## config.mk

```make
export PLATFORM = sky130hd
export DESIGN_NAME = primitiveChannel
export DESIGN_NICKNAME = d
export VERILOG_FILES = /design/src/rtl/l0TribePkg.sv /design/src/rtl/primitiveChannel.sv
export SDC_FILE = /design/constraint.sdc
export NUM_CORES = 2
export LEC_CHECK = 0
export ABC_AREA = 1
export BUFFER_PORTS_ARGS = -buffer_cell sky130_fd_sc_hd__clkbuf_2
export CAP_MARGIN = 10
export CORE_ASPECT_RATIO = 2
export CORE_MARGIN = 2
export CORE_UTILIZATION = 35
export CTS_BUF_LIST = sky130_fd_sc_hd__clkbuf_2
export DETAILED_ROUTE_END_ITERATION = 16
export MAX_ROUTING_LAYER = met4
export PLACE_DENSITY = 0.54
export SYNTH_ARGS = -nofsm -noshare
export SYNTH_HDL_FRONTEND = slang
export SYNTH_SLANG_ARGS = --single-unit
export TNS_END_PERCENT = 50
```

## constraint.sdc

```tcl
create_clock -name OSC_50_BANK6 -period 17.4 [get_ports OSC_50_BANK6]
set_input_delay 1.74 -clock OSC_50_BANK6 [delete_from_list [all_inputs] [get_ports OSC_50_BANK6]]
set_output_delay 1.74 -clock OSC_50_BANK6 [all_outputs]
set_load 0.05 [all_outputs]
```

## src/rtl/l0TribePkg.sv

```systemverilog
// Shared widths, counts, thresholds and types of the L0 trigger primitive path
// Imported by every RTL module of the core
`default_nettype none

package l0TribePkg;

   // ============================================================
   // Datapath geometry
   // ============================================================
   localparam int unsigned numChannels   = 5;    // One per detector port
   localparam int unsigned wideWidth     = 256;  // Host word
   localparam int unsigned primWidth     = 32;   // Primitive toward the link
   localparam int unsigned slicesPerWide = wideWidth / primWidth;

   // Store depth and refill threshold, scaled down from the board FIFO
   localparam int unsigned fifoDepth     = 16;
   localparam int unsigned lowWater      = 4;    // Board value was 128

   // ============================================================
   // Sequencer and burst code timing, scaled for simulation
   // ============================================================
   localparam int unsigned settleCycles  = 200;  // Board value 200000
   localparam int unsigned resetCycles   = 650;  // Board value 65000000
   localparam int unsigned markCycles    = 4;    // SOB/EOB code length

   // ============================================================
   // Types
   // ============================================================
   typedef logic [wideWidth-1:0]               wideWordT;
   typedef logic [primWidth-1:0]               primWordT;
   typedef logic [$clog2(numChannels)-1:0]     chanIdxT;
   typedef logic [numChannels-1:0]             chanMaskT;
   typedef logic [$clog2(fifoDepth+1)-1:0]     fillCountT;  // 0 to fifoDepth
   typedef logic [$clog2(fifoDepth)-1:0]       fifoPtrT;
   typedef logic [$clog2(slicesPerWide)-1:0]   sliceIdxT;

   // Software reset sequencer
   typedef enum logic [1:0] {
      resetInit,    // Load counter
      resetSettle,  // Wait settleCycles
      resetHold,    // Channel reset active
      resetRun      // Normal operation
   } resetStateT;

endpackage

`default_nettype wire

```

## src/rtl/primitiveChannel.sv

```systemverilog
// One primitive channel: stores host wide words and reads them out as primitives,
// least significant slice first, with a registered refill request during a burst
`default_nettype none

module primitiveChannel (
   input  wire logic                 OSC_50_BANK6,
   input  wire logic                 chanRstN,
   input  wire logic                 burst,
   input  wire logic                 wrEn,
   input  wire l0TribePkg::wideWordT wrData,
   input  wire logic                 rdReq,
   output l0TribePkg::primWordT      rdWord,
   output logic                      empty,
   output logic                      wrFull,
   output logic                      refillReq
);
   import l0TribePkg::*;

   wideWordT  mem [fifoDepth];
   fifoPtrT   wrPtr;
   fifoPtrT   rdPtr;
   fillCountT fillCount;
   fillCountT fillNext;
   sliceIdxT  sliceIdx;
   logic      retire;

   // ============================================================
   // Occupancy
   // ============================================================
   // Last slice read retires the wide word
   assign retire   = rdReq && (sliceIdx == sliceIdxT'(slicesPerWide - 1));
   assign fillNext = fillCount + fillCountT'(wrEn) - fillCountT'(retire);

   assign empty  = (fillCount == '0);
   assign wrFull = (fillCount == fillCountT'(fifoDepth));

   always_ff @(posedge OSC_50_BANK6) begin
      if (!chanRstN) begin
         fillCount <= '0;
         refillReq <= 1'b0;
      end else begin
         fillCount <= fillNext;
         // Taken from the next count so it moves with wrFull
         refillReq <= burst && (fillNext < fillCountT'(lowWater));
      end
   end

   // ============================================================
   // Write side
   // ============================================================
   always_ff @(posedge OSC_50_BANK6) begin
      if (wrEn) mem[wrPtr] <= wrData;
   end

   always_ff @(posedge OSC_50_BANK6) begin
      if (!chanRstN) begin
         wrPtr <= '0;
      end else if (wrEn) begin
         wrPtr <= wrPtr + 1'b1;  // Wraps at fifoDepth
      end
   end

   // ============================================================
   // Read side
   // ============================================================
   always_ff @(posedge OSC_50_BANK6) begin
      if (rdReq) rdWord <= mem[rdPtr][sliceIdx*primWidth +: primWidth];
   end

   always_ff @(posedge OSC_50_BANK6) begin
      if (!chanRstN) begin
         rdPtr    <= '0;
         sliceIdx <= '0;
      end else if (rdReq) begin
         if (retire) begin
            sliceIdx <= '0;
            rdPtr    <= rdPtr + 1'b1;
         end else begin
            sliceIdx <= sliceIdx + 1'b1;
         end
      end
   end

   // Host must respect wrFull, drain must respect empty
   assert property (@(posedge OSC_50_BANK6) disable iff (!chanRstN)
      wrEn |-> !wrFull)
      else $error("Write into full channel");

   assert property (@(posedge OSC_50_BANK6) disable iff (!chanRstN)
      rdReq |-> !empty)
      else $error("Read from empty channel");

endmodule

`default_nettype wire

```

Word level (Yosys, flattened, before mapping):

Memory sizes are Yosys's and may differ from the RTL's. A register that Yosys moved wholly into a read port is not among the register bits.
Cells that the tools add are included.

* $add $sub $neg: 5
* $lt $le $gt $ge: 1
* equal/unequal tests: 2
* shift-type cells: 1
* muxes and demuxes: 5
* reductions and logical operators: 4

Operator list (count)
* 256-bit by 9-bit variable part select with 32-bit output: 1
* 4-bit by 1-bit adder with 4-bit output, second input constant: 2
* 4-bit two-way mux: 2
* 5-bit by 1-bit adder with 5-bit output: 1
* 5-bit equality test, second input constant: 1
* 5-bit logical NOT: 1
* 5-bit by 3-bit less-than comparator with 1-bit output, second input constant: 1
* 5-bit by 1-bit subtractor with 5-bit output: 1
* 3-bit by 1-bit adder with 3-bit output, second input constant: 1
* 3-bit equality test, second input constant: 1
* 3-bit two-way mux: 1
* 1-bit logical AND: 2
* 1-bit two-way mux: 2
* 2-bit AND reduction: 1

* register bits after elaboration: 49
* bits in writable memories: 4096
* input bits: 261
* output and inout bits: 35
* word-level logic and storage cells: 25
* memories: 1

Memory list
* mem: words 16, bits a word 256, read ports 1, clocked after Yosys merged registers in 1, write ports 1, line primitiveChannel.sv:19 `wideWordT mem [fifoDepth];`

Logic depth before layout (Yosys ltp):

* depth after elaboration: 5
* depth in mapped cells: 16
* depth with buffers taken out: 16

Worst setup path before layout:

No wires, ideal clock.

* path kind: input to register
* start: input wrEn
* end: memory mem[11][0] (netlist bit) (enable)
* setup time: 0.877 ns
* arrival: 12.492 ns
* data required time: 16.523 ns
* setup slack: 4.031 ns
* cell stages on the path: 2
* buffers on the path: 0
* cells stage by stage: nand2_1 > nor2_1

* word-level cells in the longest chain between the ends: 2

Ends and longest elaborated chain
* start, declared: line primitiveChannel.sv:9 `input wire logic wrEn,`
* 1-bit two-way mux: line primitiveChannel.sv:52 `if (wrEn) mem[wrPtr] <= wrData;`
* 1-bit two-way mux (implied by the code): line primitiveChannel.sv:52
* end, declared: line primitiveChannel.sv:19

Every way passes these cells.

==> results by group <==
STA
  • Setup tns final: 0 ps
  • RSZ-0062 raised after global routing: false
  • Final period utilization: 36.3%
  • # setup viols final: 0
  • Max transition margin: between 10% and 20%
  • Max Slew Vio Count: 0
  • Final hold vios: 0
  • Max Freq: between 150 and 200 MHz
  • Worst-margin pin slew: 1200 ps
  • Clock skew: between 150 and 200 ps
  • Minimum clock period: about 6300 ps

Setup path
  • Type of the worst setup path: flop to flop
  • Crit start category: flop
  • Reg2reg path depth: 12
  • Worst EP required: just under 20000 ps
  • Max FO, Critical Path: 100
  • R2r setup slk: about 11000 ps
  • Arrival @ worst endpoint: between 8000 and 9000 ps
  • CP Capture Type: flop
  • Worst reg2reg path endpoint: rdWord[19]

Detailed routing
  • Wire length per cell: between 20 and 30 um
  • Total Wirelength: 534000 um
  • Starting DRC count in detailed routing: just under 10k
  • Via count: 111k
  • Drt first pass iters: 6
  • Post-route DRC: 0
  • Via-to-Cell Ratio: approximately 5.2
  • Antenna Nets Post-Route: 0

Logic synthesis
  • Register area share after synthesis: between 70% and 80%
  • Syn_nets: 13.6k
  • Synth unique cells: 25
  • Yosys reg bits: 4149
  • Post-Synthesis Mean Instance Area: between 10 and 15 um2
  • Syn. warnings: 0
  • Cells after Synth: around 13k
  • Post-Syn Area: between 150000 and 200000 um2

Finish
  • Layout cell share with drive strength beyond 1: between 10% and 20%
  • Area Overhead vs Synth: 10.5%
  • Post-route cell area: 183000 um2
  • Final net count: between 10k and 15k
  • Final Non-Filler Cells: 21.1k

Power and ir drop
  • Power Density: slightly below 100 nW/um2
  • P_leak: around 64 nW
  • Max VDD drop: between 0.00005 and 0.00006 V

Clock network
  • Clk_lat worst skew: 2100 ps
  • TritonCTS Buffers: about 840
  • CTS max path bufs: 4
  • Reg clk slew, reported paths: 140 ps
  • # H-tree levels: 6
  • Post-CTS setup buffer count: 0
  • CTS tree: yes
  • Clk root buf: clkbuf_2
  • TritonCTS Sinks: a little over 4k
  • Post-CTS Hold Fix Bufs: 261
  • Post-CTS sizing: 0

Die
  • Cell Rows: ~360
  • Starting density of the core: a little over a third
  • Die ar.: about 480000 um2
  • Die Y: 977 um
  • IO Count: around 300
  • Chip width: 490 um
  • Core area: roughly 470000 um2

Place
  • GP Congestion: 0.794
  • Inst Count DP: a little under 20k
  • I/O Buffers: approximately 300
  • Post-DP HPWL: around 280000 um
  • Post-DP Area: approximately 170000 um2

Flow run
  • Maxcap violations: 0

GRT
  • Vias in the first global route: 109k
  • Total gr overflow: 0
  • Global-route wire length before repair: about 770000 um
  • Total track usage: between 20 and 25%
  • Antenna violations before repair: approximately 130
  • Largest net degree at the start of global routing: roughly 190

Status
  • Status: complete, no violations

Min path
  • Class of the worst hold path: flop to flop
  • WHS Path Cells: 1
  • Worst hold start: rdPtr[3]
-- metrics by stage --
stage               hold WS (ps)  utilization, %  total power [mW]  worst slack, ps
finish                       463            38.8              17.8            11080
global route                 343            38.8              18.5            11130
CTS                         90.3            38.7              18.0            11060
detailed placement           423            36.5              12.1            10980
global placement             415            36.5              12.1            10980
floorplan                    412               -              11.7             4030
-- synth_stat cells, drive strengths merged --
cell type / count / area share, %
inv: 25 / 0.060
nand4: 1 / 0.0038
ha: 12 / 0.091
clkinv: 1 / 0.0023
nor2: 31 / 0.070
o21a: 1 / 0.0045
clkbuf: 125 / 0.28
xnor2: 1 / 0.0053
xor2: 4 / 0.021
buf: 778 / 2.7
fa: 1 / 0.012
a21oi: 11 / 0.033
a211oi: 1 / 0.0045
o21ai: 5 / 0.015
nand2: 4148 / 9.4
nor3: 2 / 0.0060
edfxtp: 4128 / 75
nand3: 4034 / 12
dfxtp: 21 / 0.25
-- worst max-delay path, cell delays in order, from the launching register on --
cell and delay, ps:
dfxtp_4 610, inv_16 430, buf_12 460, buf_4 760
buf_4 650, buf_4 700, nand3_1 150, nand3_1 130
nand3_1 90, nand3_1 150, nand3_1 840, nand3_1 710
nand2_1 110
-- cells in the final DEF (no fill, tap or decap), types with 2 or more instances in the layout --
cell type	instances
inv_6	7
xor2_1	4
a21oi_1	11
buf_4	185
nand2_1	4148
inv_16	2
clkinvlp_4	8
buf_12	39
edfxtp_1	4128
dfxtp_4	6
clkbuf_2	1479
clkinv_2	40
nor2_4	16
nand3_1	4034
nor2_1	15
dlygate4sd3_1	261
inv_8	5
diode_2	103
o21ai_0	5
ha_1	12
dfxtp_1	14
clkinv_1	230
bufinv_16	18
inv_2	15
nor3_1	2
inv_1	18
-- where the power goes --
part           switching (mW)  leakage (nW)  total [mW]  internal, mW
Combinational           0.591          20.7       0.757         0.166
Clock                    3.78          5.79        5.91          2.12
Sequential             0.0584          37.5        11.2          11.1
-- kinds of logic after synthesis --
group	after synthesis	share of synthesized area, %
buf+inv	929	3.05
simple gates	8216	21.7
xor+xnor	5	0.0264
compound gates	18	0.0574
fa+ha+maj	13	0.103
flops	4149	75.1
-- flip-flops by register name, summed over array words and instances, names as in the netlist, named ones only --
name / flops
refillReq: 1
rdPtr: 4
sliceIdx: 3
fillCount: 5
wrPtr: 4
mem: 4096
rdWord: 32
-- metal layers --
metal	part of all wire [%]	track usage, %	wire [um]	up-vias
li1	-	-	-	49832
met1	39	26.2	206000	55592
met2	50	37.7	270000	4149
met3	6.1	3.14	32800	1094
met4	4.8	10.6	25700	0
met5	0	-	0	-
-- area by class of cell --
| type | instances | area, um2 |
|---|---|---|
| fillers | 45397 | 289000 |
| flip-flops and latches | 4149 | 124000 |
| multi-input cells | 8252 | 36300 |
| well taps | 6282 | 7860 |
| repair buffers | 780 | 6260 |
| clock buffers | 1184 | 5930 |
| clock inverters | 318 | 1800 |
| diodes | 103 | 258 |
| inverters | 26 | 159 |
-- how the worst max path moves through the flow --
stage,start,to,slack [ps]
finish,flop,rdWord[19],11080
global route,flop,rdWord[18],11130
CTS,flop,rdWord[18],11060
detailed placement,flop,rdWord[18],10980
global placement,flop,rdWord[18],10980
floorplan,wrEn,mem[11][0],4030
(Power assumes the default switching activity.)
