[src/rtl/l0TribePkg.sv]
// Shared widths, counts, thresholds and types of the L0 trigger primitive path
// Imported by every RTL module of the core
`default_nettype none

package l0TribePkg;

   // ============================================================
   // Datapath geometry
   // ============================================================
   localparam int unsigned numChannels   = 5;    // One per detector port
   localparam int unsigned wideWidth     = 256;  // Host word
   localparam int unsigned primWidth     = 32;   // Primitive toward the link
   localparam int unsigned slicesPerWide = wideWidth / primWidth;

   // Store depth and refill threshold, scaled down from the board FIFO
   localparam int unsigned fifoDepth     = 16;
   localparam int unsigned lowWater      = 4;    // Board value was 128

   // ============================================================
   // Sequencer and burst code timing, scaled for simulation
   // ============================================================
   localparam int unsigned settleCycles  = 200;  // Board value 200000
   localparam int unsigned resetCycles   = 650;  // Board value 65000000
   localparam int unsigned markCycles    = 4;    // SOB/EOB code length

   // ============================================================
   // Types
   // ============================================================
   typedef logic [wideWidth-1:0]               wideWordT;
   typedef logic [primWidth-1:0]               primWordT;
   typedef logic [$clog2(numChannels)-1:0]     chanIdxT;
   typedef logic [numChannels-1:0]             chanMaskT;
   typedef logic [$clog2(fifoDepth+1)-1:0]     fillCountT;  // 0 to fifoDepth
   typedef logic [$clog2(fifoDepth)-1:0]       fifoPtrT;
   typedef logic [$clog2(slicesPerWide)-1:0]   sliceIdxT;

   // Software reset sequencer
   typedef enum logic [1:0] {
      resetInit,    // Load counter
      resetSettle,  // Wait settleCycles
      resetHold,    // Channel reset active
      resetRun      // Normal operation
   } resetStateT;

endpackage

`default_nettype wire

[src/rtl/primitiveDrain.sv]
// Round-robin reader that moves primitives from the channels to the transmit port
// Grants one channel per cycle while txReady is high, word shows up one cycle later
`default_nettype none

module primitiveDrain (
   input  wire logic                 OSC_50_BANK6,
   input  wire logic                 rstN,
   input  wire l0TribePkg::chanMaskT empty,
   input  wire l0TribePkg::primWordT rdWord [l0TribePkg::numChannels],
   input  wire logic                 txReady,
   output l0TribePkg::chanMaskT      rdReq,
   output logic                      txValid,
   output l0TribePkg::primWordT      txWord,
   output l0TribePkg::chanIdxT       txPort
);
   import l0TribePkg::*;

   chanIdxT rrPtr;
   chanIdxT pick;
   logic    found;
   logic    grant;

   // ============================================================
   // Arbitration
   // ============================================================
   // First non-empty channel at or after the pointer
   always_comb begin
      int unsigned cand;
      found = 1'b0;
      pick  = '0;
      for (int unsigned k = 0; k < numChannels; k++) begin
         cand = rrPtr + k;
         if (cand >= numChannels) cand = cand - numChannels;
         if (!found && !empty[cand]) begin
            found = 1'b1;
            pick  = chanIdxT'(cand);
         end
      end
   end

   assign grant = txReady && found;

   always_comb begin
      rdReq = '0;
      if (grant) rdReq[pick] = 1'b1;
   end

   always_ff @(posedge OSC_50_BANK6) begin
      if (!rstN) begin
         rrPtr <= '0;
      end else if (grant) begin
         rrPtr <= (pick == chanIdxT'(numChannels - 1)) ? '0 : pick + 1'b1;
      end
   end

   // ============================================================
   // Transmit side
   // ============================================================
   always_ff @(posedge OSC_50_BANK6) begin
      if (!rstN) begin
         txValid <= 1'b0;
         txPort  <= '0;
      end else begin
         txValid <= grant;
         if (grant) txPort <= pick;
      end
   end

   assign txWord = rdWord[txPort];  // Channel registered it in the grant cycle

   // At most one read, only from a channel with data, and one whenever data waits
   assert property (@(posedge OSC_50_BANK6) disable iff (!rstN)
      $onehot0(rdReq) && ((rdReq & empty) == '0)
         && ((rdReq != '0) == (txReady && (empty != '1))))
      else $error("Drain grant does not match txReady and empty");

endmodule

`default_nettype wire

[config.mk]
export PLATFORM = sky130hd
export DESIGN_NAME = primitiveDrain
export DESIGN_NICKNAME = d
export VERILOG_FILES = /design/src/rtl/l0TribePkg.sv /design/src/rtl/primitiveDrain.sv
export SDC_FILE = /design/constraint.sdc
export NUM_CORES = 1
export LEC_CHECK = 0
export ABC_AREA = 1
export BUFFER_PORTS_ARGS = -buffer_cell sky130_fd_sc_hd__clkbuf_2
export CORE_MARGIN = 2
export CORE_UTILIZATION = 40
export DETAILED_ROUTE_END_ITERATION = 10
export PLACE_DENSITY_LB_ADDON = 0.15
export SKIP_LAST_GASP = 1
export SLEW_MARGIN = 30
export SYNTH_ARGS = -nofsm -noshare
export SYNTH_HDL_FRONTEND = slang
export SYNTH_SLANG_ARGS = --single-unit
export TNS_END_PERCENT = 20
[constraint.sdc]
create_clock -name OSC_50_BANK6 -period 3.4 [get_ports OSC_50_BANK6]
set_input_delay 0.34 -clock OSC_50_BANK6 [delete_from_list [all_inputs] [get_ports OSC_50_BANK6]]
set_output_delay 0.34 -clock OSC_50_BANK6 [all_outputs]
set_load 0.005 [all_outputs]
* Word-level counts from Yosys, hierarchy flattened
Cells that the tools add are included.
Storage, ports and cells: input bits 168, logic and storage cells 73, register bits after elaboration 7
Operators by class: add/sub/neg operators 10, eq/ne operators 1, muxes and demuxes 32, reduce and logical (&&, ||, !) cells 13, bitwise operators 1, order comparisons 13
Operators with widths (count):
- 32-bit two-way mux | 7
- 32-bit by 4-bit < comparator with 1-bit output (second input constant) | 5
- 32-bit binary-select mux with 3-bit select | 1
- 4-bit by 3-bit subtractor with 5-bit output (second input constant) | 4
- 3-bit two-way mux | 6
- 4-bit by 3-bit greater-or-equal comparator with 1-bit output (second input constant) | 4
- 1-bit binary-select mux with 3-bit select | 5
- 1-bit two-way mux | 11
- 3-bit by 2-bit adder with 4-bit output (second input constant) | 2
- 1-bit logical NOT | 7
- 1-bit logical AND | 6
- 5-bit two-way mux | 1
- 3-bit by 1-bit adder with 4-bit output (second input constant) | 1
- 3-bit by 3-bit adder with 4-bit output (second input constant) | 1
- 4-bit greater-or-equal comparator (second input constant) | 1
- 3-bit by 4-bit < comparator with 1-bit output (second input constant) | 1
- 3-bit inverter with 4-bit output | 1
- 3-bit by 3-bit subtractor with 4-bit output (second input constant) | 1
- 3-bit by 1-bit adder with 3-bit output (second input constant) | 1
- 1-bit demux with 3-bit select | 1
- 3-bit == test (second input constant) | 1
- 3-bit by 1-bit greater-or-equal comparator with 1-bit output (second input constant) | 1
- 3-bit greater-or-equal comparator (second input constant) | 1

* Logic depth before layout (Yosys ltp)
word-level depth 22, gate-level depth with buffers 22, gate-level depth less buffers 22

* Worst setup path before layout
Ideal clock, no wire load.
path type register -> output, from register rrPtr[1], to output port rdReq[4], path slack 0.732 ns, data required time 3.060 ns, stages on the path, launching flop included 20, buffers on the path 0, arrival time 2.328 ns, cell sequence dfxtp_1 -> inv_1 -> ha_1 -> inv_1 -> ha_1 -> inv_1 -> nand2_4 -> o21ai_0 -> nand3_1 -> nand2_1 -> nand2_2 -> nand2_4 -> nand3_4 -> nor2_8 -> nand3_1 -> nor2_2 -> nor2_2 -> inv_1 -> nand2_1 -> nor2_1
Between the ends: longest elaborated chain between the ends 22, elaborated cells on any way between the ends 57
Ends and longest elaborated chain:
- from (decl) | line primitiveDrain.sv:18 | chanIdxT rrPtr;
- from (signal assigned) | line primitiveDrain.sv:52 | rrPtr <= (pick == chanIdxT'(numChannels - 1)) ? '0 : pick + 1'b1;
- 3-bit by 1-bit adder with 4-bit output | line primitiveDrain.sv:32 | cand = rrPtr + k;
- 4-bit by 3-bit subtractor with 5-bit output or 4-bit by 3-bit greater-or-equal comparator with 1-bit output (tied branches) | line primitiveDrain.sv:33 | if (cand >= numChannels) cand = cand - numChannels;
- 32-bit two-way mux | line primitiveDrain.sv:33
- 1-bit binary-select mux with 3-bit select | line primitiveDrain.sv:34 | if (!found && !empty[cand]) begin
- 1-bit two-way mux (not written as such) | line primitiveDrain.sv:34
- 1-bit logical NOT | line primitiveDrain.sv:34
- 1-bit logical AND | line primitiveDrain.sv:34
- 1-bit two-way mux | line primitiveDrain.sv:34
- [... 6 more ...]
- 1-bit logical NOT | line primitiveDrain.sv:34
- 1-bit logical AND | line primitiveDrain.sv:34
- 3-bit two-way mux | line primitiveDrain.sv:34
- 3-bit by 4-bit < comparator with 1-bit output (not written as such) or 3-bit by 1-bit greater-or-equal comparator with 1-bit output (tied branches) | line primitiveDrain.sv:45 | if (grant) rdReq[pick] = 1'b1;
- 1-bit logical AND (not written as such) | line primitiveDrain.sv:45
- 1-bit two-way mux (not written as such) | line primitiveDrain.sv:45
- 1-bit demux with 3-bit select | line primitiveDrain.sv:45
- 5-bit two-way mux (*) | line primitiveDrain.sv:45
- to (decl) | line primitiveDrain.sv:11 | output l0TribePkg::chanMaskT rdReq,
Mark *: on every way between the ends. The rest lies on a longest branch, timed or not. The select of a mux whose other input is x is not followed.

* Worst setup path after layout
from register rrPtr[1], to output port rdReq[2]
Same word-level chain as after synthesis.

==> results.json <==
{
  "timing.final.crit_share_pct": 92.66,
  "cp_slowest_cell": "dfxtp_4",
  "r2r_slack_ns": 0.73,
  "min_from": "rstN",
  "skew_ns": 0.0005526,
  "grt_pass1_wl_microns": 17350,
  "finalHoldViolations": 0,
  "yosysWarnings": 0,
  "grt_pass1_vias": 3680,
  "layout_min_cycle_time_ns": 3.151,
  "hold_ws_ns": 0.3791,
  "crit_chain": "inv_4 > ha_1 > nand2_1 > nand3_2 > o21ai_0 > nand3_1 > nand3_1 > nand2_1 > inv_2 > nor2_8 > nand3_1 > nand3_1 > nor2_2 > nand2_1 > nor2_1 > clkbuf_2",
  "max_slew.worst_pin.slew_ns": 0.6617,
  "cts_root_buf": "clkbuf_8",
  "cap_violations": 0,
  "num_vias": 4056,
  "overflow": 0,
  "worstSetupEndpointType": "output pin",
  "path_common_cell": "nand3_1",
  "io_pins": 209,
  "mostFrequentLayoutCell": "clkbuf_2",
  "setup_viol": 0,
  "critical_path_arrival_ns": 2.81,
  "worstSetupPathType": "register to output pin",
  "status": "finished clean",
  "syn_avg_cell_area_sq_um": 5.430,
  "cp-start-kind": "register",
  "regArea_sq_um": 145.1,
  "fillers": 701,
  "diodes": 0,
  "multi_input_area_sq_um": 2121,
  "reg2reg_depth": 17,
  "wl_per_cell_microns": 15.27,
  "syn_nets": 668,
  "slew_violations": 0,
  "worstReg2RegEnd": "rrPtr[2]",
  "grtUsageTotal_pct": 29.21,
  "post_cts_buffers": 0,
  "vias_per_cell": 5.358,
  "dpl.hpwl_microns": 9225,
  "synth_top_area_cell": "nand2_1",
  "rr_startpoint": "rrPtr[1]",
  "cts_buffers": 3,
  "critPathMaxFanout": 10,
  "place.gp.congestion": 1.007,
  "cts-resized-gates": 0,
  "hold_buffers": 0,
  "clk_latency_ns": 0.22,
  "drive_above_1_share_pct": 39.71,
  "hold_end": "rrPtr[2]",
  "hold_depth": 3,
  "chipHeight_microns": 85.47,
  "antenna_found_initial": 0,
  "cp_top_family": "simple AND/OR/NAND/NOR gates",
  "cp.required_ns": 3.06,
  "tritoncts": "yes",
  "initial_core_util_pct": 41.58,
  "synthesis.area_sq_um": 2655,
  "syn_to_final_growth_pct": 43.07,
  "relSlewSlack_pct": 55.88,
  "synth_cells": 489,
  "clockBufferDepth": 2,
  "cts_sinks": 7,
  "fin_nets": 860,
  "hold_class": "input pin to register",
  "rows": 29,
  "async_flop_share_pct": 0,
  "die-area_sq_um": 7305,
  "drt-initial-drc-count": 170,
  "yosysSeqAreaShare_pct": 5.278,
  "p_per_area_nw_per_um2": 1062,
  "p_leak_nw": 2.334,
  "port_buffers": 208,
  "core_region_area_sq_um": 6386,
  "drt_wl_total_microns": 11560,
  "slowest_delay_ns": 0.38,
  "cts.reportedPaths.clkPinSlew_ns": 0.04,
  "grt_max_degree": 67,
  "ys_top_cells_by_area": "nand2_1 (18%), a21oi_1 (13%), a221o_1 (12%), inv_1 (9.5%), o21ai_0 (7.9%)",
  "yosysUniqueCellTypes": 32,
  "drt-pass1-iter-count": 4,
  "route.detailed.drc": 0,
  "max_freq_ghz": 0.3174,
  "ys_seq_elements": 7,
  "mostFrequentLayoutCells": "clkbuf_2 (208), nand2_1 (123), a21oi_1 (70), inv_1 (63), o21ai_0 (40)",
  "synth_top_flop_cell": "dfxtp_1",
  "cts-htree-levels": 1,
  "synth_top_area_share_pct": 17.53,
  "postRouteAntennaNets": 0,
  "fp.dieW_microns": 85.47,
  "synth_edf_count": 0,
  "setup_tns_ns": 0,
  "ir_worst_vdd_mv": 0.7662,
  "rsz0062_at_grt": "false",
  "critPathBufInv": 3
}
==> stage by stage <==
stage / util [%] / instance area [sq um] / power (mW) / setup slack [ns] / std cells
final: 59.48 / 3799 / 4.033 / 0.2494 / 757
after global routing: 59.48 / 3799 / 4.455 / 0.01937 / 757
after CTS: 59.23 / 3782 / 3.984 / 0.05312 / 757
after detailed placement: 58.52 / 3737 / 3.848 / 0.3030 / 753
after global placement: 58.52 / 3737 / 3.810 / 0.2996 / 753
after floorplan: - / 2655 / 2.721 / 0.7318 / 489
==> cells by family (layout without fill, tap and decap cells) <==
logic type	after synthesis	after routing	share of synthesized area, %
buffers and inverters	105	296	15.13
adders and majority gates	11	11	5.184
and+or+nand+nor	209	209	37.18
xor gates and xnor gates	3	3	1.555
DFF	7	7	5.278
AOI/OAI and AO/OA	154	154	35.67
==> registers in the layout (all words and copies together) (netlist names) <==
name / count
txValid: 1
txPort: 3
rrPtr: 3
==> routing by layer <==
layer	GRT usage (%)	part of all wire (%)	routed length (microns)	vias up
li1	-	-	-	2042
met1	34.91	39	4504	1818
met2	52.34	50	5809	174
met3	4.864	7.8	903	22
met4	10.25	3.0	341	0
met5	0	0	0	-
==> how the worst max path moves through the flow <==
| stage | cells past startpoint | from | to |
|---|---|---|---|
| floorplan | 19 | rrPtr[1] | rdReq[4] |
| global placement | 20 | rrPtr[1] | rdReq[4] |
| detailed placement | 20 | rrPtr[1] | rdReq[4] |
| CTS | 20 | rrPtr[1] | rdReq[4] |
| global route | 17 | rrPtr[0] | rdReq[3] |
| finish | 16 | rrPtr[1] | rdReq[2] |
==> synthesized netlist by cell type (2+ instances only) <==
library cell,n
a21oi_1,70
a221o_1,32
buf_1,5
clkbuf_1,23
dfxtp_1,7
ha_1,11
inv_1,67
inv_2,8
nand2_1,124
nand2_2,16
nand2_4,2
nand3_1,36
nand3_2,6
nand4_1,4
nor2_1,8
nor2_2,6
nor3_1,3
o211ai_1,2
o21ai_0,42
o21ai_1,4
xor2_2,2
==> tightest hold or removal path, stage by stage <==
cell and delay [ns]:
clkbuf_2 0.10, o21ai_0 0.07, a21oi_1 0.05
==> where the power goes <==
part	total, mW	leakage, nW	internal (mW)	switching [mW]
Sequential	0.166	0.0589	0.120	0.0464
Combinational	3.75	2.25	1.40	2.35
Clock	0.117	0.0228	0.0812	0.0363
==> area by class of cell <==
cell class | instances | share of cell area [%]
clock buffer | 4 | 1.186
inverter | 76 | 7.642
multi-input combinational | 377 | 55.83
sequential | 7 | 3.821
tap | 77 | 2.536
timing repair buffer | 216 | 28.99
No activity file was read; power rests on OpenSTA's default activity.
