## config.mk

```make
export PLATFORM = sky130hd
export DESIGN_NAME = burstControl
export DESIGN_NICKNAME = d
export VERILOG_FILES = /design/src/rtl/l0TribePkg.sv /design/src/rtl/burstControl.sv
export SDC_FILE = /design/constraint.sdc
export NUM_CORES = 1
export LEC_CHECK = 0
export BUFFER_PORTS_ARGS = -buffer_cell sky130_fd_sc_hd__buf_2
export CORE_MARGIN = 2
export CORE_UTILIZATION = 43
export DETAILED_ROUTE_END_ITERATION = 10
export PLACE_DENSITY_LB_ADDON = 0.3
export SYNTH_ARGS = -nofsm -noshare
export SYNTH_HDL_FRONTEND = slang
export SYNTH_SLANG_ARGS = --single-unit
```

## constraint.sdc

```tcl
create_clock -name OSC_50_BANK6 -period 5.13 [get_ports OSC_50_BANK6]
set_clock_uncertainty 0.15 [all_clocks]
set_input_delay 1.026 -clock OSC_50_BANK6 [delete_from_list [all_inputs] [get_ports OSC_50_BANK6]]
set_output_delay 1.026 -clock OSC_50_BANK6 [all_outputs]
set_load 0.05 [all_outputs]
```

## src/rtl/l0TribePkg.sv

```systemverilog
// Shared widths, counts, thresholds and types of the L0 trigger primitive path
// Imported by every RTL module of the core
`default_nettype none

package l0TribePkg;

   // ============================================================
   // Datapath geometry
   // ============================================================
   localparam int unsigned numChannels   = 5;    // One per detector port
   localparam int unsigned wideWidth     = 256;  // Host word
   localparam int unsigned primWidth     = 32;   // Primitive toward the link
   localparam int unsigned slicesPerWide = wideWidth / primWidth;

   // Store depth and refill threshold, scaled down from the board FIFO
   localparam int unsigned fifoDepth     = 16;
   localparam int unsigned lowWater      = 4;    // Board value was 128

   // ============================================================
   // Sequencer and burst code timing, scaled for simulation
   // ============================================================
   localparam int unsigned settleCycles  = 200;  // Board value 200000
   localparam int unsigned resetCycles   = 650;  // Board value 65000000
   localparam int unsigned markCycles    = 4;    // SOB/EOB code length

   // ============================================================
   // Types
   // ============================================================
   typedef logic [wideWidth-1:0]               wideWordT;
   typedef logic [primWidth-1:0]               primWordT;
   typedef logic [$clog2(numChannels)-1:0]     chanIdxT;
   typedef logic [numChannels-1:0]             chanMaskT;
   typedef logic [$clog2(fifoDepth+1)-1:0]     fillCountT;  // 0 to fifoDepth
   typedef logic [$clog2(fifoDepth)-1:0]       fifoPtrT;
   typedef logic [$clog2(slicesPerWide)-1:0]   sliceIdxT;

   // Software reset sequencer
   typedef enum logic [1:0] {
      resetInit,    // Load counter
      resetSettle,  // Wait settleCycles
      resetHold,    // Channel reset active
      resetRun      // Normal operation
   } resetStateT;

endpackage

`default_nettype wire

```

## src/rtl/burstControl.sv

```systemverilog
// Software reset sequencer, SOB/EOB code generator on ECRST/BCRST and LED drive
// Channels take chanRstN as their reset, burst gates their refill requests
`default_nettype none

module burstControl (
   input  wire logic       OSC_50_BANK6,
   input  wire logic       rstN,
   input  wire logic [3:0] ctrlSig,
   output logic            chanRstN,
   output logic            burst,
   output logic            ECRST,
   output logic            BCRST,
   output logic [7:0]      LED
);
   import l0TribePkg::*;

   resetStateT  seqState;
   int unsigned seqCount;
   int unsigned markCount;
   logic        burstDly;
   logic        riseEdge;
   logic        fallEdge;

   // ============================================================
   // Software reset sequencer
   // ============================================================
   always_ff @(posedge OSC_50_BANK6) begin
      if (!rstN) begin
         seqState <= resetInit;
         seqCount <= 0;
      end else begin
         case (seqState)
            resetInit: begin
               seqCount <= 0;
               seqState <= resetSettle;
            end
            resetSettle: begin
               if (seqCount == settleCycles - 1) begin
                  seqCount <= 0;
                  seqState <= resetHold;
               end else begin
                  seqCount <= seqCount + 1;
               end
            end
            resetHold: begin
               if (seqCount == resetCycles - 1) begin
                  seqCount <= 0;
                  seqState <= resetRun;
               end else begin
                  seqCount <= seqCount + 1;
               end
            end
            resetRun: begin
               if (ctrlSig[1]) seqState <= resetInit;  // Host asks for a new reset
            end
            default: seqState <= resetInit;
         endcase
      end
   end

   assign chanRstN = rstN && (seqState != resetHold);

   // ============================================================
   // Burst level and SOB/EOB codes
   // ============================================================
   assign riseEdge = burst && !burstDly;
   assign fallEdge = !burst && burstDly;

   always_ff @(posedge OSC_50_BANK6) begin
      if (!rstN) begin
         burst     <= 1'b0;
         burstDly  <= 1'b0;
         markCount <= 0;
         ECRST     <= 1'b0;
         BCRST     <= 1'b0;
      end else begin
         burst    <= ctrlSig[0];
         burstDly <= burst;
         if (riseEdge || fallEdge) begin
            // SOB is 1/1, EOB is 1/0
            markCount <= markCycles - 1;
            ECRST     <= 1'b1;
            BCRST     <= riseEdge;
         end else if (markCount != 0) begin
            markCount <= markCount - 1;
         end else begin
            ECRST <= 1'b0;
            BCRST <= 1'b0;
         end
      end
   end

   // LEDs are lit low
   always_ff @(posedge OSC_50_BANK6) begin
      if (!rstN) begin
         LED <= 8'hff;
      end else begin
         LED[3:0] <= ~ctrlSig;
         LED[4]   <= ~(seqState == resetRun);
         LED[5]   <= ~ECRST;
         LED[7:6] <= 2'b11;  // Unused, dark
      end
   end

   // A code never outlasts its nominal length
   assert property (@(posedge OSC_50_BANK6) disable iff (!rstN)
      ECRST [*markCycles] |=> !ECRST)
      else $error("ECRST held longer than markCycles");

endmodule

`default_nettype wire

```

**Yosys cells after proc, flatten, opt, wreduce, memory -nomap -nowiden**

Index checks and enable logic that the tools add are counted.

- Word-level logic and storage cells: 50
- Register bits after elaboration: 78
- Input port bits: 6
- Output and inout bits: 12

- Equal/unequal tests: 10
- Muxes and demuxes: 12
- Reductions and logical operators: 12
- Add/subtract/negate cells: 2
- Bitwise gates (word level): 4

Operators with widths:

| kind | number |
|---|---|
| one-hot mux 32 bit (3 select lines) | 1 |
| two-way mux 32 bit | 2 |
| adder 32 x 1 -> 32 bit, second input constant | 1 |
| == test 32 x 10 -> 1 bit, second input constant | 1 |
| == test 32 x 8 -> 1 bit, second input constant | 1 |
| nonzero test 32 bit | 1 |
| subtractor 32 x 1 -> 32 bit, second input constant | 1 |
| two-way mux 2 bit | 5 |
| inequality test 2 bit, second input constant | 5 |
| one-hot mux 2 bit (4 select lines) | 1 |
| == test 2 bit, second input constant | 2 |
| inverter 4 bit | 1 |
| logical AND 1 bit | 3 |
| two-way mux 1 bit | 3 |
| inverter 1 bit | 3 |
| AND reduction 3 bit | 1 |
| nonzero test 3 bit | 1 |
| == test 2 x 1 -> 1 bit, second input constant | 1 |
| zero test 1 bit | 2 |
| zero test 2 bit | 1 |
| nonzero test 2 bit | 1 |
| OR reduction 2 bit | 1 |
| logical OR 1 bit | 1 |

**Longest topological paths before layout**

Gate-level depths: netlist of the first run.

- Depth in word-level cells: 4
- Mapped depth: 10
- Depth with buffers taken out: 8

**Worst setup path before layout of the first run**

OpenSTA, ideal clock, no wires.

- Path type: input port to output port
- Start point: input port rstN
- End point: output port chanRstN
- Path buffers: 2
- Data required time: 3.954 ns
- Stages on the path: 3
- Setup slack: 1.697 ns
- Arrival: 2.257 ns
- Cells stage by stage: clkbuf_1 -> clkbuf_1 -> nor2b_1

- Cells in the longest elaborated chain, start to end: 1

Ends and longest elaborated chain:

| item | RTL line | source |
|---|---|---|
| start: declaration | burstControl.sv:7 | `input wire logic rstN,` |
| logical AND 1 bit | burstControl.sv:61 | `assign chanRstN = rstN && (seqState != resetHold);` |
| end: declaration | burstControl.sv:9 | `output logic chanRstN,` |

Every way passes these cells.

**Worst setup path after layout of the first run**

- Start point: register markCount[2]
- End point: register markCount[0]

- Cells in the longest elaborated chain, start to end: 2

Ends and longest elaborated chain:

| item | RTL line | source |
|---|---|---|
| start: declaration | burstControl.sv:19 | `int unsigned markCount;` |
| start signal: assignment | burstControl.sv:81 | `markCount <= markCycles - 1;` |
| start signal: assignment | burstControl.sv:85 | `markCount <= markCount - 1;` |
| nonzero test 32 bit | burstControl.sv:84 | `end else if (markCount != 0) begin` |
| nonzero test 2 bit (no line) | n/a |  |

Every way passes these cells.
A chain may end at the register's enable or synchronous reset.

==> results of run 1 <==
## metal layers
| metal | GRT usage [%] | wire (um) | share of wire, % | vias up |
|---|---|---|---|---|
| li1 | - | - | - | 1563 |
| met1 | 22.7 | 3600 | 50 | 1466 |
| met2 | 26.5 | 3270 | 45 | 60 |
| met3 | 3.16 | 256 | 3.5 | 9 |
| met4 | 7.26 | 89 | 1.2 | 0 |
| met5 | 0 | 0 | 0 | - |
## sequential cells by signal (all words and copies together) (netlist names)
signal and flops:
BCRST 1, ECRST 1, LED 6, burst 1, burstDly 1, markCount 32, seqCount 32, seqState 2
## final timing paths
| check | from | end | slack, ps |
|---|---|---|---|
| worst max-delay path | markCount[2] | markCount[0] | 1940 |
| worst min-delay path | ECRST | LED[5] | 260 |
| worst max register to register | markCount[2] | markCount[0] | 1940 |
| worst min register to register | ECRST | LED[5] | 260 |
## cells by family (layout without fill, tap and decap cells)
family / after synthesis / count (layout) / synth area share, %
compound gates: 75 / 75 / 12.4
other cells: 1 / 2 / 0.104
mux: 2 / 2 / 0.556
buf+inv: 33 / 48 / 3.75
fa+ha+maj: 8 / 8 / 2.78
simple gates: 206 / 206 / 29.9
xor+xnor: 34 / 34 / 8.26
flops: 76 / 76 / 42.2
## layout by cell type (no fill, tap or decap), types with 6 or more instances in the layout
cell,netlist,layout
and3_1,10,10
nor3_1,14,14
and2_1,7,7
nand3_1,24,24
inv_1,15,15
dfxtp_1,76,76
or3_1,12,12
nor4_1,11,11
a21oi_1,22,22
xnor2_1,11,11
nor2_1,42,42
xor2_1,23,23
buf_2,3,15
ha_1,8,8
a31oi_1,14,14
clkbuf_8,0,10
nand2_1,42,42
nand4_1,11,11
nor2b_1,6,6
or4_1,7,7
o21ai_0,20,20
## area by class of cell
class                           count  area, um^2  share of cell area [%]
Inverter                           15        56.3                    1.42
Sequential cell                    76        1520                    38.3
Multi-Input combinational cell    327        1950                    49.1
Clock buffer                       10         138                    3.46
Timing Repair Buffer               17        90.1                    2.26
Clock inverter                      6        86.3                    2.17
Tap cell                          105         131                    3.30
## metrics by stage
| stage | hold WS, ps | power, W |
|---|---|---|
| floorplan | 298 | 0.00166 |
| global placement | 231 | 0.00181 |
| detailed placement | 246 | 0.00185 |
| CTS | 266 | 0.00237 |
| global route | 279 | 0.00254 |
| finish | 260 | 0.00236 |
## power groups by stage
stage / sequential, W / combinational (W) / clock [W]
2_1_floorplan: 0.000815 / 0.000847 / 0
3_3_place_gp: 0.000808 / 0.00100 / 0
3_5_place_dp: 0.000814 / 0.00103 / 0
4_1_cts: 0.000802 / 0.00104 / 0.000524
5_1_grt: 0.000819 / 0.00118 / 0.000547
6_report: 0.000802 / 0.00104 / 0.000513
## worst register-to-register path, delay by kind of cell (launching register included)
family        cells  cell delay, ps
flops             1             340
simple gates      5            2620
==> impl_metrics.env, run 1 <==
export IMPL_worst_path_stages=5
export IMPL_root_buffer="clkbuf_8"
export IMPL_synth_top_area_share_pct=42.2
export IMPL_finalWirelength_um=7220
export IMPL_drtPass1Iterations=5
export IMPL_port_buffers=15
export IMPL_nets=460
export IMPL_cts_hold_fix_buffers=0
export IMPL_utilization_pct=48.7
export IMPL_crit_type="register to register"
export IMPL_crit_required_ps=5230
export IMPL_seqPwrFrac_pct=34.0
export IMPL_dp_hpwl_um=4910
export IMPL_switchingPower_w=0.000957
export IMPL_dpl_cell_area_um2=3750
export IMPL_avgViaCountPerCell=5.57
export IMPL_grt_pass1_wl_um=12300
export IMPL_yosysMostFrequentCell="dfxtp_1"
export IMPL_ant_nets=0
export IMPL_core_region_area_um2=8180
export IMPL_synth_cell_area_um2=3600
export IMPL_reg2reg_depth=5
export IMPL_drv_cap=0
export IMPL_syn_mean_instance_area_um2=8.28
export IMPL_startpoint_type="register"
export IMPL_clk_transition_reported_paths_ps=80
export IMPL_ctsResizeCount=0
export IMPL_slowest_delay_ps=730
export IMPL_syn_inst=435
export IMPL_drt_iter0_markers=169
export IMPL_async_flop_share_pct=0
export IMPL_n_fill_cell=807
export IMPL_fin_setup_tns_ps=0
export IMPL_crit_arrival_ps=3290
export IMPL_cts_buffers=9
export IMPL_grt_pass1_vias=2755
export IMPL_dieArea_um2=9130
export IMPL_fin_cells=556
export IMPL_ys_seq_area_share_pct=42.2
export IMPL_grt_max_degree=31
export IMPL_grt_setup_unrepaired="no"
export IMPL_hold_viol_final=0
export IMPL_sw_frac_of_total_pct=40.6
export IMPL_ys_seq_elements=76
export IMPL_path_cells="or4_1 -> or4b_4 -> or4_1 -> or3_1 -> and3_1"
export IMPL_setup_viol=0
export IMPL_combinationalPowerShare_pct=44.3
export IMPL_min_path_type="register to register"
export IMPL_initial_core_util_pct=44.1
export IMPL_antenna_cells=0
export IMPL_overflow=0
export IMPL_setup_ws_ps=1940
export IMPL_outcome="finished, final reports clean"
export IMPL_synth_edf_count=0
export IMPL_finalCritPeriodShare_pct=62.3
export IMPL_p_clk_share_pct=21.7
export IMPL_cts_tree="yes"
export IMPL_synthFlopType="dfxtp_1"
export IMPL_die_w_um=95.5
export IMPL_worstHoldPathCells=1
export IMPL_row_count=33
export IMPL_ys_warn_count=0
export IMPL_wl_per_cell_um=13.0
export IMPL_synth_commonest_cells="dfxtp_1, nand2_1, nor2_1, nand3_1, xor2_1"
export IMPL_fin_area_um2=3980
export IMPL_grt_usage_pct=16.9
export IMPL_cp_top_family="simple AND/OR/NAND/NOR gates"
export IMPL_ir_drop_mv=0.328
export IMPL_maxSlewViolCount=0
export IMPL_cpMostUsedCell="or4_1"
export IMPL_antenna_found_initial=0
export IMPL_place_ws_ps=1940
export IMPL_synth_area_leaders="dfxtp_1, xor2_1, nand2_1, nor2_1, nand3_1"
export IMPL_leakagePower_nw=1.47
export IMPL_vias=3098
export IMPL_clock_sinks=76
export IMPL_drc=0
export IMPL_die_y_um=95.5
export IMPL_post_cts_setup_buffers=0
export IMPL_worstSetupEndpointType="register"
export IMPL_io_pins=18
export IMPL_ys_types=45
export IMPL_htreeDepth=3
export IMPL_place_gp_congestion=0.802
export IMPL_clock_path_buffers=2
export IMPL_critPathMaxFanout=19
export IMPL_tightest_slew_ps=972
export IMPL_internal_power_w=0.00140
export IMPL_syn2layout_area_growth_pct=10.4
export IMPL_clk_latency_ps=340
export IMPL_clock_fmax_ghz=0.313
export IMPL_timing_slew_headroom_pct=35.0
export IMPL_crit_buf_inv=0
export IMPL_critical_path_slowest_cell="or4_1"
export IMPL_powerDensity_nw_per_um2=593
export IMPL_yosys_area_top_type="dfxtp_1"
export IMPL_drive_above_1_share_pct=8.43
export IMPL_finalCriticalPeriod_ps=3190
export IMPL_dp_cells=540
No activity file was read; power rests on OpenSTA's default activity.
==> inputs of run 2 (changes only) <==
--- a/config.mk
+++ b/config.mk
@@ -5,6 +5,7 @@
 export SDC_FILE = /design/constraint.sdc
 export NUM_CORES = 1
 export LEC_CHECK = 0
+export ABC_AREA = 1
 export BUFFER_PORTS_ARGS = -buffer_cell sky130_fd_sc_hd__buf_2
 export CORE_MARGIN = 2
 export CORE_UTILIZATION = 43
==> constraint.sdc (replaced) <==
create_clock -name OSC_50_BANK6 -period 2.7 [get_ports OSC_50_BANK6]
set_clock_uncertainty 0.15 [all_clocks]
set_input_delay 0.54 -clock OSC_50_BANK6 [delete_from_list [all_inputs] [get_ports OSC_50_BANK6]]
set_output_delay 0.54 -clock OSC_50_BANK6 [all_outputs]
set_load 0.05 [all_outputs]
==> run 2 against run 1 <==
Non-clock buffer count up 1. Sequential power up 100%. Combinational power rose to 3.5 times the previous value. Sequential cell count unchanged. Critical path depth down 1. Synthesized area up 25%. First-iteration DRC count up 44%. Wire length up 42%. Register-to-register slack worse by 1300 ps. Synthesized cell count up 55%. Critical path type is now register to output pin. Largest cell class unchanged.
==> impl_metrics.env, run 2 <==
export IMPL_vias=4131
export IMPL_overflow=0
export IMPL_crit_type="register to output pin"
export IMPL_place_ws_ps=630
export IMPL_synth_cell_area_um2=4500
export IMPL_reg_top3="markCount (32), seqCount (32), LED (6)"
export IMPL_tightest_slew_ps=622
export IMPL_ys_types=36
export IMPL_synth_commonest_cells="nand2_1, nor2_1, dfxtp_1, inv_1"
export IMPL_htreeDepth=3
export IMPL_path_cells="inv_1 -> ha_1 -> nor2_1 -> buf_2"
export IMPL_antenna_cells=0
export IMPL_p_clk_share_pct=12.5
export IMPL_clock_fmax_ghz=0.465
export IMPL_utilization_pct=47.1
export IMPL_finalCritPeriodShare_pct=79.6
export IMPL_grt_pass1_wl_um=18100
export IMPL_n_fill_cell=1074
export IMPL_most_common_layout_cells="nand2_1, nor2_1, dfxtp_1, inv_1"
export IMPL_wl_per_cell_um=12.4
export IMPL_ys_seq_elements=76
export IMPL_initial_core_util_pct=44.0
export IMPL_drtPass1Iterations=5
export IMPL_syn_inst=676
export IMPL_finalWirelength_um=10300
export IMPL_combinationalPowerShare_pct=60.4
export IMPL_drv_cap=0
export IMPL_place_gp_congestion=0.937
export IMPL_cts_hold_fix_buffers=0
export IMPL_hold_viol_final=0
export IMPL_post_cts_setup_buffers=0
export IMPL_antenna_found_initial=0
export IMPL_critPathMaxFanout=4
export IMPL_leakagePower_nw=2.13
export IMPL_slowest_delay_ps=380
export IMPL_yosysMostFrequentCell="nand2_1"
export IMPL_drc=0
export IMPL_setup_viol=0
export IMPL_startpoint_type="register"
export IMPL_synth_top_area_share_pct=33.8
export IMPL_timing_slew_headroom_pct=58.5
export IMPL_layout_commonest_cell="nand2_1"
export IMPL_row_count=37
export IMPL_synthFlopType="dfxtp_1"
export IMPL_grt_max_degree=29
export IMPL_cts_tree="yes"
export IMPL_critical_path_slowest_cell="dfxtp_1"
export IMPL_syn2layout_area_growth_pct=7.15
export IMPL_cp_top_family="flip-flops"
export IMPL_drive_above_1_share_pct=11.9
export IMPL_clk_transition_reported_paths_ps=80
export IMPL_die_w_um=106
export IMPL_crit_arrival_ps=1460
export IMPL_synth_edf_count=0
export IMPL_clock_sinks=76
export IMPL_switchingPower_w=0.00310
export IMPL_dieArea_um2=11300
export IMPL_clk_latency_ps=360
export IMPL_crit_buf_inv=2
export IMPL_grt_usage_pct=19.9
export IMPL_syn_mean_instance_area_um2=6.65
export IMPL_cts_buffers=9
export IMPL_nets=704
export IMPL_outcome="finished, final reports clean"
export IMPL_avgViaCountPerCell=4.97
export IMPL_port_buffers=15
export IMPL_multi_input_comb_area_um2=2630
export IMPL_synth_area_leaders="dfxtp_1, nand2_1, nor2_1, inv_1, xor2_1"
export IMPL_maxSlewViolCount=0
export IMPL_powerDensity_nw_per_um2=1260
export IMPL_die_y_um=106
export IMPL_grt_setup_unrepaired="no"
export IMPL_io_pins=18
export IMPL_sw_frac_of_total_pct=51.0
export IMPL_setup_ws_ps=550
export IMPL_grt_pass1_vias=3964
export IMPL_worstSetupEndpointType="output pin"
export IMPL_ff_latch_area_um2=1520
export IMPL_yosys_area_top_type="dfxtp_1"
export IMPL_min_path_type="input pin to register"
export IMPL_async_flop_share_pct=0
export IMPL_internal_power_w=0.00297
export IMPL_ys_warn_count=0
export IMPL_ctsResizeCount=0
export IMPL_drt_iter0_markers=244
export IMPL_core_region_area_um2=10200
export IMPL_ant_nets=0
export IMPL_finalCriticalPeriod_ps=2150
export IMPL_ys_seq_area_share_pct=33.8
export IMPL_clock_path_buffers=2
export IMPL_seqPwrFrac_pct=27.0
export IMPL_dp_hpwl_um=7890
export IMPL_root_buffer="clkbuf_8"
export IMPL_crit_required_ps=2010
export IMPL_fin_setup_tns_ps=0
export IMPL_reg2reg_slack_ps=610
export IMPL_ir_drop_mv=0.723
==> run 2: logic make-up (layout without fill, tap and decap cells) <==
kind of cell	after synthesis	count (layout)	share of synthesized area (%)
and+or+nand+nor	430	430	41.6
buffers and inverters	79	97	7.87
xor gates and xnor gates	42	42	8.18
DFF	76	76	33.8
AOI/OAI and AO/OA	40	40	6.18
other	1	2	0.0834
adders and majority gates	8	8	2.23
==> run 2: layout make-up <==
cell class              count  area share, %
multi-input cells         522           54.5
flip-flops and latches     76           31.6
inverters                  63           4.91
well taps                 136           3.53
clock buffers              10           2.65
repair buffers             18           2.03
clock inverters             6          0.831
==> run 2: path summary, 6_finish.rpt <==
check        cells after the start   startpoint            to
min reg2reg                      1        ECRST        LED[5]
min                              2   ctrlSig[3]        LED[3]
max                              4  seqState[0]      chanRstN
max reg2reg                      9  seqState[0]  seqCount[23]
==> run 2: stage by stage <==
step	hold slack (ps)	cell area, um^2	total power, W	cells
after detailed placement	246	4650	0.00528	815
after floorplan	297	4500	0.00468	677
after global placement	237	4650	0.00523	815
final	180	4820	0.00607	831
after global routing	179	4820	0.00671	831
after CTS	165	4820	0.00609	831
==> run 2: metal layers <==
metal / vias up / GRT usage [%] / wire, um
li1: 2133 / - / -
met1: 1874 / 26.7 / 5010
met2: 101 / 32.0 / 4590
met3: 23 / 2.51 / 417
met4: 0 / 9.30 / 259
met5: - / 0 / 0
==> run 2: power groups by stage <==
stage                     logic (W)  clock network [W]  registers (W)
after floorplan             0.00304                  0        0.00164
after global placement      0.00357                  0        0.00166
after detailed placement    0.00361                  0        0.00167
after CTS                   0.00366           0.000786        0.00164
after global routing        0.00418           0.000843        0.00169
final                       0.00367           0.000761        0.00164
==> run 2: worst reg2reg max path: stages (launching register included) <==
cell and delay, ps:
dfxtp_1 380, inv_1 90, ha_1 240, or2_2 300, nand2_1 140, nand2_2 190
nand2_4 310, inv_1 80, nand2_1 70, nand2_1 40
